==> src/arcade_consts.svh <==
/*
 * Arcade I/O front end constants
 * Player count, PS/2 frame length and sigma-delta DAC width
 * shared by the RTL and the testbench
 */

`ifndef ARCADE_CONSTS_SVH
`define ARCADE_CONSTS_SVH

// Number of player control ports driven to the game core
`define ARCADE_NUM_PLAYERS 2

// Start bit, eight data bits, odd parity and stop bit
`define PS2_FRAME_BITS 11

// Width of the sound mix and of the DAC accumulator
`define DAC_WIDTH 11

`endif

==> src/arcade_pkg.sv <==
/*
 * Arcade I/O front end types
 * Scancode, joystick and audio sample words, the held-key table,
 * the per-player control word and the PS/2 receiver states
 */

`include "arcade_consts.svh"

package arcade_pkg;

	typedef logic [7:0] scancode_t;
	// Bit 0 right, 1 left, 2 down, 3 up, 4 fire
	typedef logic [7:0] joy_t;
	typedef logic [7:0] sample_t;
	typedef logic [`DAC_WIDTH-1:0] mix_t;

	typedef struct packed {
		logic up;
		logic down;
		logic left;
		logic right;
		logic fire;
		logic start1;
		logic start2;
		logic coin;
	} key_state_t;

	// Same bit order as the game core's CSJUDLR inputs
	typedef struct packed {
		logic coin;
		logic start;
		logic fire;
		logic up;
		logic down;
		logic left;
		logic right;
	} control_t;

	typedef enum logic [1:0] {rx_idle, rx_shift, rx_offer, rx_wait_low} rx_state_t;

endpackage

==> src/arcade_io.sv <==
/*
 * Arcade control and sound front end
 * PS/2 keyboard receiver and key tracker, one control mapper per
 * player, and the mixed sigma-delta audio output for the game core
 */

`timescale 1ns/1ns
`include "arcade_consts.svh"

module arcade_io import arcade_pkg::*; (
	input  logic                                clk_sys,
	input  logic                                arst_n,
	input  logic                                ps2_clk,
	input  logic                                ps2_data,
	input  joy_t                                joy0,
	input  joy_t                                joy1,
	input  logic                                rotate,
	input  sample_t                             snd_a,
	input  sample_t                             snd_b,
	output control_t [`ARCADE_NUM_PLAYERS-1:0]  players,
	output logic                                audio_out
);

	scancode_t  kbd_code;
	logic       kbd_req;
	logic       kbd_ack;
	key_state_t keys;

	// ==================================================
	// Keyboard path
	// ==================================================

	ps2_receiver rx0 (
		.clk_sys  (clk_sys),
		.arst_n   (arst_n),
		.ps2_clk  (ps2_clk),
		.ps2_data (ps2_data),
		.code     (kbd_code),
		.req      (kbd_req),
		.ack      (kbd_ack)
	);

	key_tracker trk0 (
		.clk_sys (clk_sys),
		.arst_n  (arst_n),
		.code    (kbd_code),
		.req     (kbd_req),
		.ack     (kbd_ack),
		.keys    (keys)
	);

	// One mapper per player, all fed by the same key table
	for (genvar p = 0; p < `ARCADE_NUM_PLAYERS; p++) begin : g_player
		control_mapper #(.PLAYER(p)) map (
			.clk_sys (clk_sys),
			.arst_n  (arst_n),
			.keys    (keys),
			.joy0    (joy0),
			.joy1    (joy1),
			.rotate  (rotate),
			.ctrl    (players[p])
		);
	end

	// ==================================================
	// Audio path
	// ==================================================

	audio_dac dac0 (
		.clk_sys   (clk_sys),
		.arst_n    (arst_n),
		.snd_a     (snd_a),
		.snd_b     (snd_b),
		.audio_out (audio_out)
	);

endmodule

==> src/audio_dac.sv <==
/*
 * Sound mixer and sigma-delta DAC
 * Mixes channel B at four times the weight of channel A and turns the
 * sum into a pulse-density stream with a first-order modulator
 */

`timescale 1ns/1ns
`include "arcade_consts.svh"

module audio_dac import arcade_pkg::*; (
	input  logic    clk_sys,
	input  logic    arst_n,
	input  sample_t snd_a,
	input  sample_t snd_b,
	output logic    audio_out
);

	sample_t                snd_a_q;
	sample_t                snd_b_q;
	mix_t                   mix;
	mix_t                   acc;
	logic [`DAC_WIDTH:0]    acc_sum;

	// Carry out of the accumulator is the output pulse
	assign acc_sum = {1'b0, acc} + {1'b0, mix};

	always_ff @(posedge clk_sys or negedge arst_n) begin
		if (!arst_n) begin
			snd_a_q   <= '0;
			snd_b_q   <= '0;
			mix       <= '0;
			acc       <= '0;
			audio_out <= 1'b0;
		end else begin
			snd_a_q   <= snd_a;
			snd_b_q   <= snd_b;
			// Largest sum is 4 * 255 + 255 = 1275, well inside the range
			mix       <= mix_t'({snd_b_q, 2'b00}) + mix_t'(snd_a_q);
			acc       <= acc_sum[`DAC_WIDTH-1:0];
			audio_out <= acc_sum[`DAC_WIDTH];
		end
	end

endmodule

==> src/control_mapper.sv <==
/*
 * Player control mapper
 * ORs the keyboard table with both joysticks, rotates the directions
 * for an upright cabinet and registers the control word of one player
 */

`timescale 1ns/1ns

module control_mapper import arcade_pkg::*; #(
	parameter int PLAYER = 0
) (
	input  logic       clk_sys,
	input  logic       arst_n,
	input  key_state_t keys,
	input  joy_t       joy0,
	input  joy_t       joy1,
	input  logic       rotate,
	output control_t   ctrl
);

	localparam int JOY_RIGHT = 0;
	localparam int JOY_LEFT  = 1;
	localparam int JOY_DOWN  = 2;
	localparam int JOY_UP    = 3;
	localparam int JOY_FIRE  = 4;

	logic     raw_up;
	logic     raw_down;
	logic     raw_left;
	logic     raw_right;
	control_t ctrl_next;

	assign raw_up    = keys.up    | joy0[JOY_UP]    | joy1[JOY_UP];
	assign raw_down  = keys.down  | joy0[JOY_DOWN]  | joy1[JOY_DOWN];
	assign raw_left  = keys.left  | joy0[JOY_LEFT]  | joy1[JOY_LEFT];
	assign raw_right = keys.right | joy0[JOY_RIGHT] | joy1[JOY_RIGHT];

	always_comb begin
		ctrl_next.fire  = keys.fire | joy0[JOY_FIRE] | joy1[JOY_FIRE];
		ctrl_next.start = (PLAYER == 0) ? keys.start1 : keys.start2;
		// Only the first player has a coin slot
		ctrl_next.coin  = (PLAYER == 0) ? keys.coin : 1'b0;
		// Upright cabinet turns the screen a quarter turn
		ctrl_next.up    = rotate ? raw_left  : raw_up;
		ctrl_next.down  = rotate ? raw_right : raw_down;
		ctrl_next.left  = rotate ? raw_down  : raw_left;
		ctrl_next.right = rotate ? raw_up    : raw_right;
	end

	always_ff @(posedge clk_sys or negedge arst_n) begin
		if (!arst_n)
			ctrl <= '0;
		else
			ctrl <= ctrl_next;
	end

endmodule

==> src/key_tracker.sv <==
/*
 * Game key tracker
 * Takes scancodes from the PS/2 receiver, follows the E0 extended and
 * F0 release prefixes, and keeps the held state of the eight game keys
 */

`timescale 1ns/1ns

module key_tracker import arcade_pkg::*; (
	input  logic       clk_sys,
	input  logic       arst_n,
	input  scancode_t  code,
	input  logic       req,
	output logic       ack,
	output key_state_t keys
);

	localparam scancode_t CODE_EXT = 8'hE0;
	localparam scancode_t CODE_REL = 8'hF0;

	logic       ext_seen;
	logic       rel_seen;
	key_state_t keys_next;

	// ==================================================
	// Scancode to key table update
	// ==================================================

	// A key is set on make and cleared when F0 came before it
	always_comb begin
		keys_next = keys;
		if (!ext_seen) begin
			case (code)
				8'h29:   keys_next.fire   = !rel_seen;
				8'h16:   keys_next.start1 = !rel_seen;
				8'h1E:   keys_next.start2 = !rel_seen;
				8'h2E:   keys_next.coin   = !rel_seen;
				default: keys_next = keys;
			endcase
		end else begin
			// Arrow keys only exist in the extended set
			case (code)
				8'h75:   keys_next.up    = !rel_seen;
				8'h72:   keys_next.down  = !rel_seen;
				8'h6B:   keys_next.left  = !rel_seen;
				8'h74:   keys_next.right = !rel_seen;
				default: keys_next = keys;
			endcase
		end
	end

	// ==================================================
	// Req/ack sink
	// ==================================================

	always_ff @(posedge clk_sys or negedge arst_n) begin
		if (!arst_n) begin
			ack      <= 1'b0;
			ext_seen <= 1'b0;
			rel_seen <= 1'b0;
			keys     <= '0;
		end else begin
			if (req && !ack) begin
				ack <= 1'b1;
				if (code == CODE_EXT) begin
					ext_seen <= 1'b1;
				end else if (code == CODE_REL) begin
					rel_seen <= 1'b1;
				end else begin
					// Any other code ends the prefix sequence
					keys     <= keys_next;
					ext_seen <= 1'b0;
					rel_seen <= 1'b0;
				end
			end else if (!req && ack) begin
				ack <= 1'b0;
			end
		end
	end

endmodule

==> src/ps2_receiver.sv <==
/*
 * PS/2 keyboard receiver
 * Synchronizes the PS/2 clock and data lines, shifts in frames on the
 * falling clock edge, checks odd parity and the stop bit, and offers
 * each good byte to the key tracker by a four-phase req/ack handshake
 */

`timescale 1ns/1ns
`include "arcade_consts.svh"

module ps2_receiver import arcade_pkg::*; (
	input  logic      clk_sys,
	input  logic      arst_n,
	input  logic      ps2_clk,
	input  logic      ps2_data,
	output scancode_t code,
	output logic      req,
	input  logic      ack
);

	localparam int STOP_BIT = `PS2_FRAME_BITS - 1;

	logic [1:0] clk_sync;
	logic [1:0] data_sync;
	logic       clk_prev;
	logic       fall;
	logic [3:0] bit_cnt;
	logic [8:0] shreg;
	logic       frame_done;
	logic       frame_good;
	rx_state_t  state;

	// ==================================================
	// Line synchronizers and frame shifter
	// ==================================================

	assign fall       = clk_prev & ~clk_sync[1];
	assign frame_done = fall && (bit_cnt == 4'(STOP_BIT));
	// Data plus parity must hold an odd number of ones, and stop must be 1
	assign frame_good = data_sync[1] & (^shreg);

	always_ff @(posedge clk_sys or negedge arst_n) begin
		if (!arst_n) begin
			clk_sync  <= '0;
			data_sync <= '0;
			clk_prev  <= 1'b0;
			bit_cnt   <= '0;
			shreg     <= '0;
		end else begin
			clk_sync  <= {clk_sync[0], ps2_clk};
			data_sync <= {data_sync[0], ps2_data};
			clk_prev  <= clk_sync[1];
			if (fall) begin
				if (bit_cnt == '0) begin
					// Only a low start bit opens a frame
					if (!data_sync[1])
						bit_cnt <= 4'd1;
				end else if (frame_done) begin
					bit_cnt <= '0;
				end else begin
					// LSB first, so new bits enter at the top
					shreg   <= {data_sync[1], shreg[8:1]};
					bit_cnt <= bit_cnt + 4'd1;
				end
			end
		end
	end

	// ==================================================
	// Handshake toward the key tracker
	// ==================================================

	always_ff @(posedge clk_sys or negedge arst_n) begin
		if (!arst_n) begin
			state <= rx_idle;
			code  <= '0;
			req   <= 1'b0;
		end else begin
			case (state)
				rx_idle, rx_shift: begin
					if (frame_done) begin
						if (frame_good) begin
							code  <= shreg[7:0];
							req   <= 1'b1;
							state <= rx_offer;
						end else begin
							state <= rx_idle;
						end
					end else if (fall && bit_cnt == '0 && !data_sync[1]) begin
						state <= rx_shift;
					end
				end
				// Frames that finish in these two states are lost
				rx_offer: begin
					if (ack) begin
						req   <= 1'b0;
						state <= rx_wait_low;
					end
				end
				rx_wait_low: begin
					if (!ack)
						state <= (bit_cnt != '0) ? rx_shift : rx_idle;
				end
				default: state <= rx_idle;
			endcase
		end
	end

endmodule

==> config.mk <==
export PLATFORM = sky130hd
export DESIGN_NAME = arcade_io
export DESIGN_NICKNAME = d
export VERILOG_FILES = /design/src/arcade_pkg.sv /design/src/arcade_io.sv /design/src/audio_dac.sv /design/src/control_mapper.sv /design/src/key_tracker.sv /design/src/ps2_receiver.sv
export VERILOG_INCLUDE_DIRS = /design/src
export SDC_FILE = /design/constraint.sdc
export NUM_CORES = 1
export LEC_CHECK = 0
export CORE_MARGIN = 2
export CORE_UTILIZATION = 60
export CTS_BUF_LIST = sky130_fd_sc_hd__clkbuf_4
export DETAILED_ROUTE_END_ITERATION = 10
export DONT_BUFFER_PORTS = 1
export PLACE_DENSITY = 0.76
export SYNTH_ARGS = -nofsm -noshare
export SYNTH_HDL_FRONTEND = slang
export SYNTH_HIERARCHICAL = 1
export SYNTH_SLANG_ARGS = --single-unit
==> constraint.sdc <==
create_clock -name clk_sys -period 2.91 [get_ports clk_sys]
set_input_delay 0.7275 -clock clk_sys [delete_from_list [all_inputs] [get_ports clk_sys]]
set_output_delay 0.7275 -clock clk_sys [all_outputs]
set_load 0.1 [all_outputs]
======== Yosys cells after proc, flatten, opt, wreduce, memory -nomap -nowiden ========
Cells that the tools add are included.
word-level totals
  flip-flop bits (word level) ............. 87
  input bits .............................. 37
  output and inout bits ................... 15
  logic and storage cells ................. 128
operators by class
  $add $sub $neg .......................... 3
  eq/ne operators ......................... 21
  mux-type cells .......................... 23
  bitwise operators ....................... 18
  reductions and logical operators ........ 31
operators with widths
  kind                                                                    count
  5-bit AND reduction                                                     8
  8-bit by 7-bit equality test with 1-bit output (second input constant)  4
  8-bit by 5-bit equality test with 1-bit output (second input constant)  2
  8-bit by 6-bit equality test with 1-bit output (second input constant)  2
  8-bit equality test (second input constant)                             2
  1-bit 2-to-1 mux                                                        13
  11-bit by 11-bit adder with 12-bit output                               1
  4-bit 2-to-1 mux                                                        3
  10-bit by 8-bit adder with 11-bit output                                1
  2-bit 2-to-1 mux                                                        5
  1-bit OR                                                                10
  3-bit AND reduction                                                     3
  9-bit XOR reduction                                                     1
  2-bit by 1-bit != test with 1-bit output (second input constant)        4
  1-bit NOT                                                               6
  2-bit case mux with 3 select lines                                      1
  2-bit AND reduction                                                     3
  1-bit logical AND                                                       5
  4-bit by 1-bit adder with 4-bit output (second input constant)          1
  2-bit equality test (second input constant)                             2
  4-bit equality test (second input constant)                             1
  1-bit logical NOT                                                       4
  4-bit logical NOT                                                       1
  2-bit != test (second input constant)                                   2
  other kinds (9)                                                         11

======== Longest topological paths before layout ========
  depth after elaboration ................. 7
  depth in mapped cells ................... 7
  depth with buffers taken out ............ 6

======== Cells and area by module ========
Netlist, hierarchy kept.
modules (own cells, without submodules)
  module                            times used  cells each  area an instance (µm²)  sequential area each (µm²)
  audio_dac                         1           146         1805.5                  975.9
  ps2_receiver                      1           92          1276.2                  725.7
  key_tracker                       1           56          603.1                   275.3
  control_mapper (g_player[0].map)  1           17          246.5                   175.2
  control_mapper (g_player[1].map)  1           18          232.7                   150.1

======== Least setup slack after synthesis ========
Ideal clock, no wire load.
  path type ............................... register to register
  from .................................... reg rx0.bit_cnt[2]
  to ...................................... reg rx0.code[0]
  library setup time ...................... 0.125 ns
  arrival time ............................ 2.070 ns
  data required time ...................... 2.785 ns
  setup slack ............................. 0.715 ns
  stages on the path, launching flop included .. 6
  path buffers ............................ 1
  clock period less this slack ............ 2.195 ns
  cell sequence ........................... dfrtp_1 -> clkbuf_2 -> or4b_1 -> or4_4 -> mux2i_4 -> mux2_2
on the way
  cells in the longest elaborated chain, start to end .. 3
RTL lines
  element                               line                RTL
  from (decl)                           ps2_receiver.sv:27  logic [3:0] bit_cnt;
  from (signal assigned)                ps2_receiver.sv:63  bit_cnt <= bit_cnt + 4'd1;
  4-bit equality test                   ps2_receiver.sv:38  assign frame_done = fall && (bit_cnt == 4'(STOP_BIT));
  1-bit logical AND                     ps2_receiver.sv:38
  3-bit AND reduction (no source line)  -
  to (signal assigned)                  ps2_receiver.sv:83  code <= shreg[7:0];
  to (decl)                             ps2_receiver.sv:16  output scancode_t code,
Every way passes these cells.
A chain may end at the register's enable or synchronous reset.

======== Worst setup path in the final report ========
  from .................................... reg rx0.state[1]
  to ...................................... reg rx0.code[5]
on the way
  cells in the longest elaborated chain, start to end .. 3
  elaborated cells on any way between the ends .. 4
  those cells by class .................... eq/ne: 1; reduce/logical: 3
RTL lines
  element                                                                                     line                RTL
  from (decl)                                                                                 ps2_receiver.sv:31  rx_state_t state;
  from (signal assigned)                                                                      ps2_receiver.sv:75  state <= rx_idle;
  from (signal assigned)                                                                      ps2_receiver.sv:85  state <= rx_offer;
  from (signal assigned)                                                                      ps2_receiver.sv:87  state <= rx_idle;
  2-bit by 1-bit equality test with 1-bit output / 2-bit logical NOT (equally long branches)  ps2_receiver.sv:79  case (state)
  2-bit OR reduction *                                                                        ps2_receiver.sv:79
  3-bit AND reduction (no source line) *                                                      -
Mark *: on every way between the ends. The rest lies on a longest branch, timed or not.

==> results_dict.tcl <==
set metrics [dict create \
    status "finished clean" \
    synth_warnings 6 \
    hp-class "input port to async pin" \
    drt-vias-per-instance 6.01 \
    htreeDepth 3 \
    syn_avg_cell_area_um2 12.7 \
    numPortBuffers 0 \
    cts-root-buf "clkbuf_4" \
    synth_top_area_share 0.553 \
    die_area_um2 7620 \
    worstSetupPathType "register to register" \
    cts.sinks 92 \
    drive_gt1_frac 0.119 \
    critPathLaunchType "register" \
    wl_um 6570 \
    yosysSeqAreaShare 0.553 \
    period_share 0.794 \
    tightest_slew_ns 0.865 \
    final_cells 417 \
    arrival_ns 2.65 \
    p_leak_nw 2.01 \
    coreArea_um2 6760 \
    final_common_cell "dfrtp_1" \
    rsz0062_at_grt "false" \
    die_width_um 87.3 \
    antenna_found_initial 0 \
    cts.path.max_buffers 2 \
    synth-edff-count 0 \
    max_slew_margin 0.424 \
    ys_types 62 \
    cp.required_ns 3.25 \
    num_io_pins 52 \
    nNetsFinal 392 \
    fmax_mhz 433 \
    irDropWorstVdd_uv 429 \
    ys.flop_type "dfrtp_1" \
    power_density_nw_per_um2 915 \
    slew_violations 0 \
    cts_tree "done" \
    drtIter0Drc 120 \
    die_h_um 87.3 \
    design_area_um2 4400 \
    fin_crit_ns 2.31 \
    gp_congestion 0.853 \
    clkTransAtPathRegs_ns 0.15 \
    syn-cell-area_um2 4160 \
    numCtsBuffers 9 \
    grt_pass1_wl_um 11200 \
    power_w 0.00402 \
    synth_nets 389 \
    drcViolationCount 0 \
    cts.repair.resized 0 \
    drt_pre_antenna_iters 4 \
    fin_tns_setup_ns 0 \
    ant_nets 0 \
    drv_cap 0 \
    track_usage 0.191 \
    grt_pass1_vias 2432 \
    yosys-top-cells-area "dfrtp_1 55%, ha_1 6.3%, mux2_2 4.9%, mux2i_1 3.8%, a21oi_1 2.2%" \
    finalSetupViolCount 0 \
    finalHoldViolCount 0 \
    cts_hold_buf 1 \
    n_antenna_cell 0 \
    mostFrequentLayoutCells "92 x dfrtp_1, 21 x inv_1, 21 x ha_1" \
    grt_max_degree 93 \
    cp-end-kind "register" \
    synthArstFlopShare 1.00 \
    dpl-instance-area_um2 4220 \
    crit_fanout 10 \
    post_cts_buffers 0 \
    gr-total-overflow 0 \
    wl_per_cell_um 15.8 \
    syn2layout_area_growth_pct 5.59 \
    vias 2507 \
    placed_cells 400 \
    rows 30 \
    ys_ff_latch 92 \
    start_util 0.616 \
    place_hpwl_um 4550 \
    clkLatencyLatePin_ns 0.45 \
    syn-instance-count 329 \
    clock_skew_ns 0.0155 \
    yosys.area.top_type "dfrtp_1" \
]
==> cell families (layout without fill, tap and decap cells) <==
logic type | after synthesis | count (layout) | synth area share
AND/OR/NAND/NOR | 70 | 70 | 0.110
XOR/XNOR | 16 | 16 | 0.0403
buffers and inverters | 30 | 38 | 0.0291
other | 1 | 1 | 0.000901
adder cells (fa/ha/maj) | 23 | 23 | 0.0727
AO/OA/AOI/OAI | 62 | 62 | 0.102
flip-flops | 92 | 92 | 0.553
multiplexers | 35 | 35 | 0.0925
==> synth_stat cells (5+ instances only) <==
| master | number |
|---|---|
| a21o_1 | 7 |
| a21oi_1 | 18 |
| dfrtp_1 | 92 |
| ha_1 | 21 |
| inv_1 | 21 |
| mux2_2 | 18 |
| mux2i_1 | 16 |
| nand2_1 | 6 |
| nand2b_1 | 5 |
| nand4_1 | 5 |
| nand4b_1 | 5 |
| nor3_1 | 12 |
| o21ai_0 | 7 |
| or3_1 | 6 |
| xnor2_1 | 7 |
| xor2_1 | 7 |
==> final cells by class <==
type                            count  area (um2)
Tap cell                           80         100
Sequential cell                    92        2300
Fill cell                         511        2360
Multi-Input combinational cell    207        1740
Inverter                           21        78.8
Clock inverter                      7        80.1
Clock buffer                        9        67.6
Timing Repair Buffer                1        27.5
==> layer usage <==
| metal | up-vias | GRT usage | share of wire | wire (um) |
|---|---|---|---|---|
| met5 | - | 0 | 0 | 0 |
| met4 | 0 | 0.0769 | 0.016 | 106 |
| met3 | 9 | 0.0578 | 0.056 | 367 |
| met2 | 66 | 0.285 | 0.48 | 3130 |
| met1 | 1218 | 0.263 | 0.45 | 2970 |
| li1 | 1214 | - | - | - |
==> report_power, final <==
group	internal, W	switching [W]	total (W)
registers	0.00156	0.000339	0.00190
clock network	0.000277	0.000443	0.000720
logic	0.000715	0.000689	0.00140
==> path summary, 6_finish.rpt <==
check                                    to  slack [ns]             from  cells after the start
min reg2reg                     dac0/mix[0]        0.37  dac0/snd_a_q[0]                      0
max in group asynchronous      rx0/shreg[6]        2.42           arst_n                      1
max                             rx0/code[5]        0.60     rx0/state[1]                      4
min                             dac0/acc[6]        0.17           arst_n                      1
max reg2reg                     rx0/code[5]        0.60     rx0/state[1]                      4
min in group clk_sys       rx0/data_sync[0]        0.29         ps2_data                      0
==> worst max-delay path, cell delays in order, from the launching register on <==
cell     delay (ns)
dfrtp_1        0.45
or4b_1         0.54
or4_4          0.50
mux2i_4        0.33
mux2_2         0.38
==> state kept, by name, summed over array words and instances, names as in the netlist, 2 cells and up <==
register           count
dac0/acc              11
dac0/mix              11
dac0/snd_a_q           8
dac0/snd_b_q           8
g_player.map/ctrl     13
rx0/bit_cnt            4
rx0/clk_sync           2
rx0/code               8
rx0/data_sync          2
rx0/shreg              9
rx0/state              2
trk0/keys              8
==> stage by stage <==
stage	hold slack [ns]	setup slack (ns)	util
2_1_floorplan	0.331	0.715	-
5_1_grt	0.178	0.527	0.651
3_5_place_dp	0.340	0.641	0.625
6_report	0.168	0.601	0.651
4_1_cts	0.171	0.604	0.651
3_3_place_gp	0.334	0.652	0.625
Note: power is estimated with default switching activity, not from simulation.
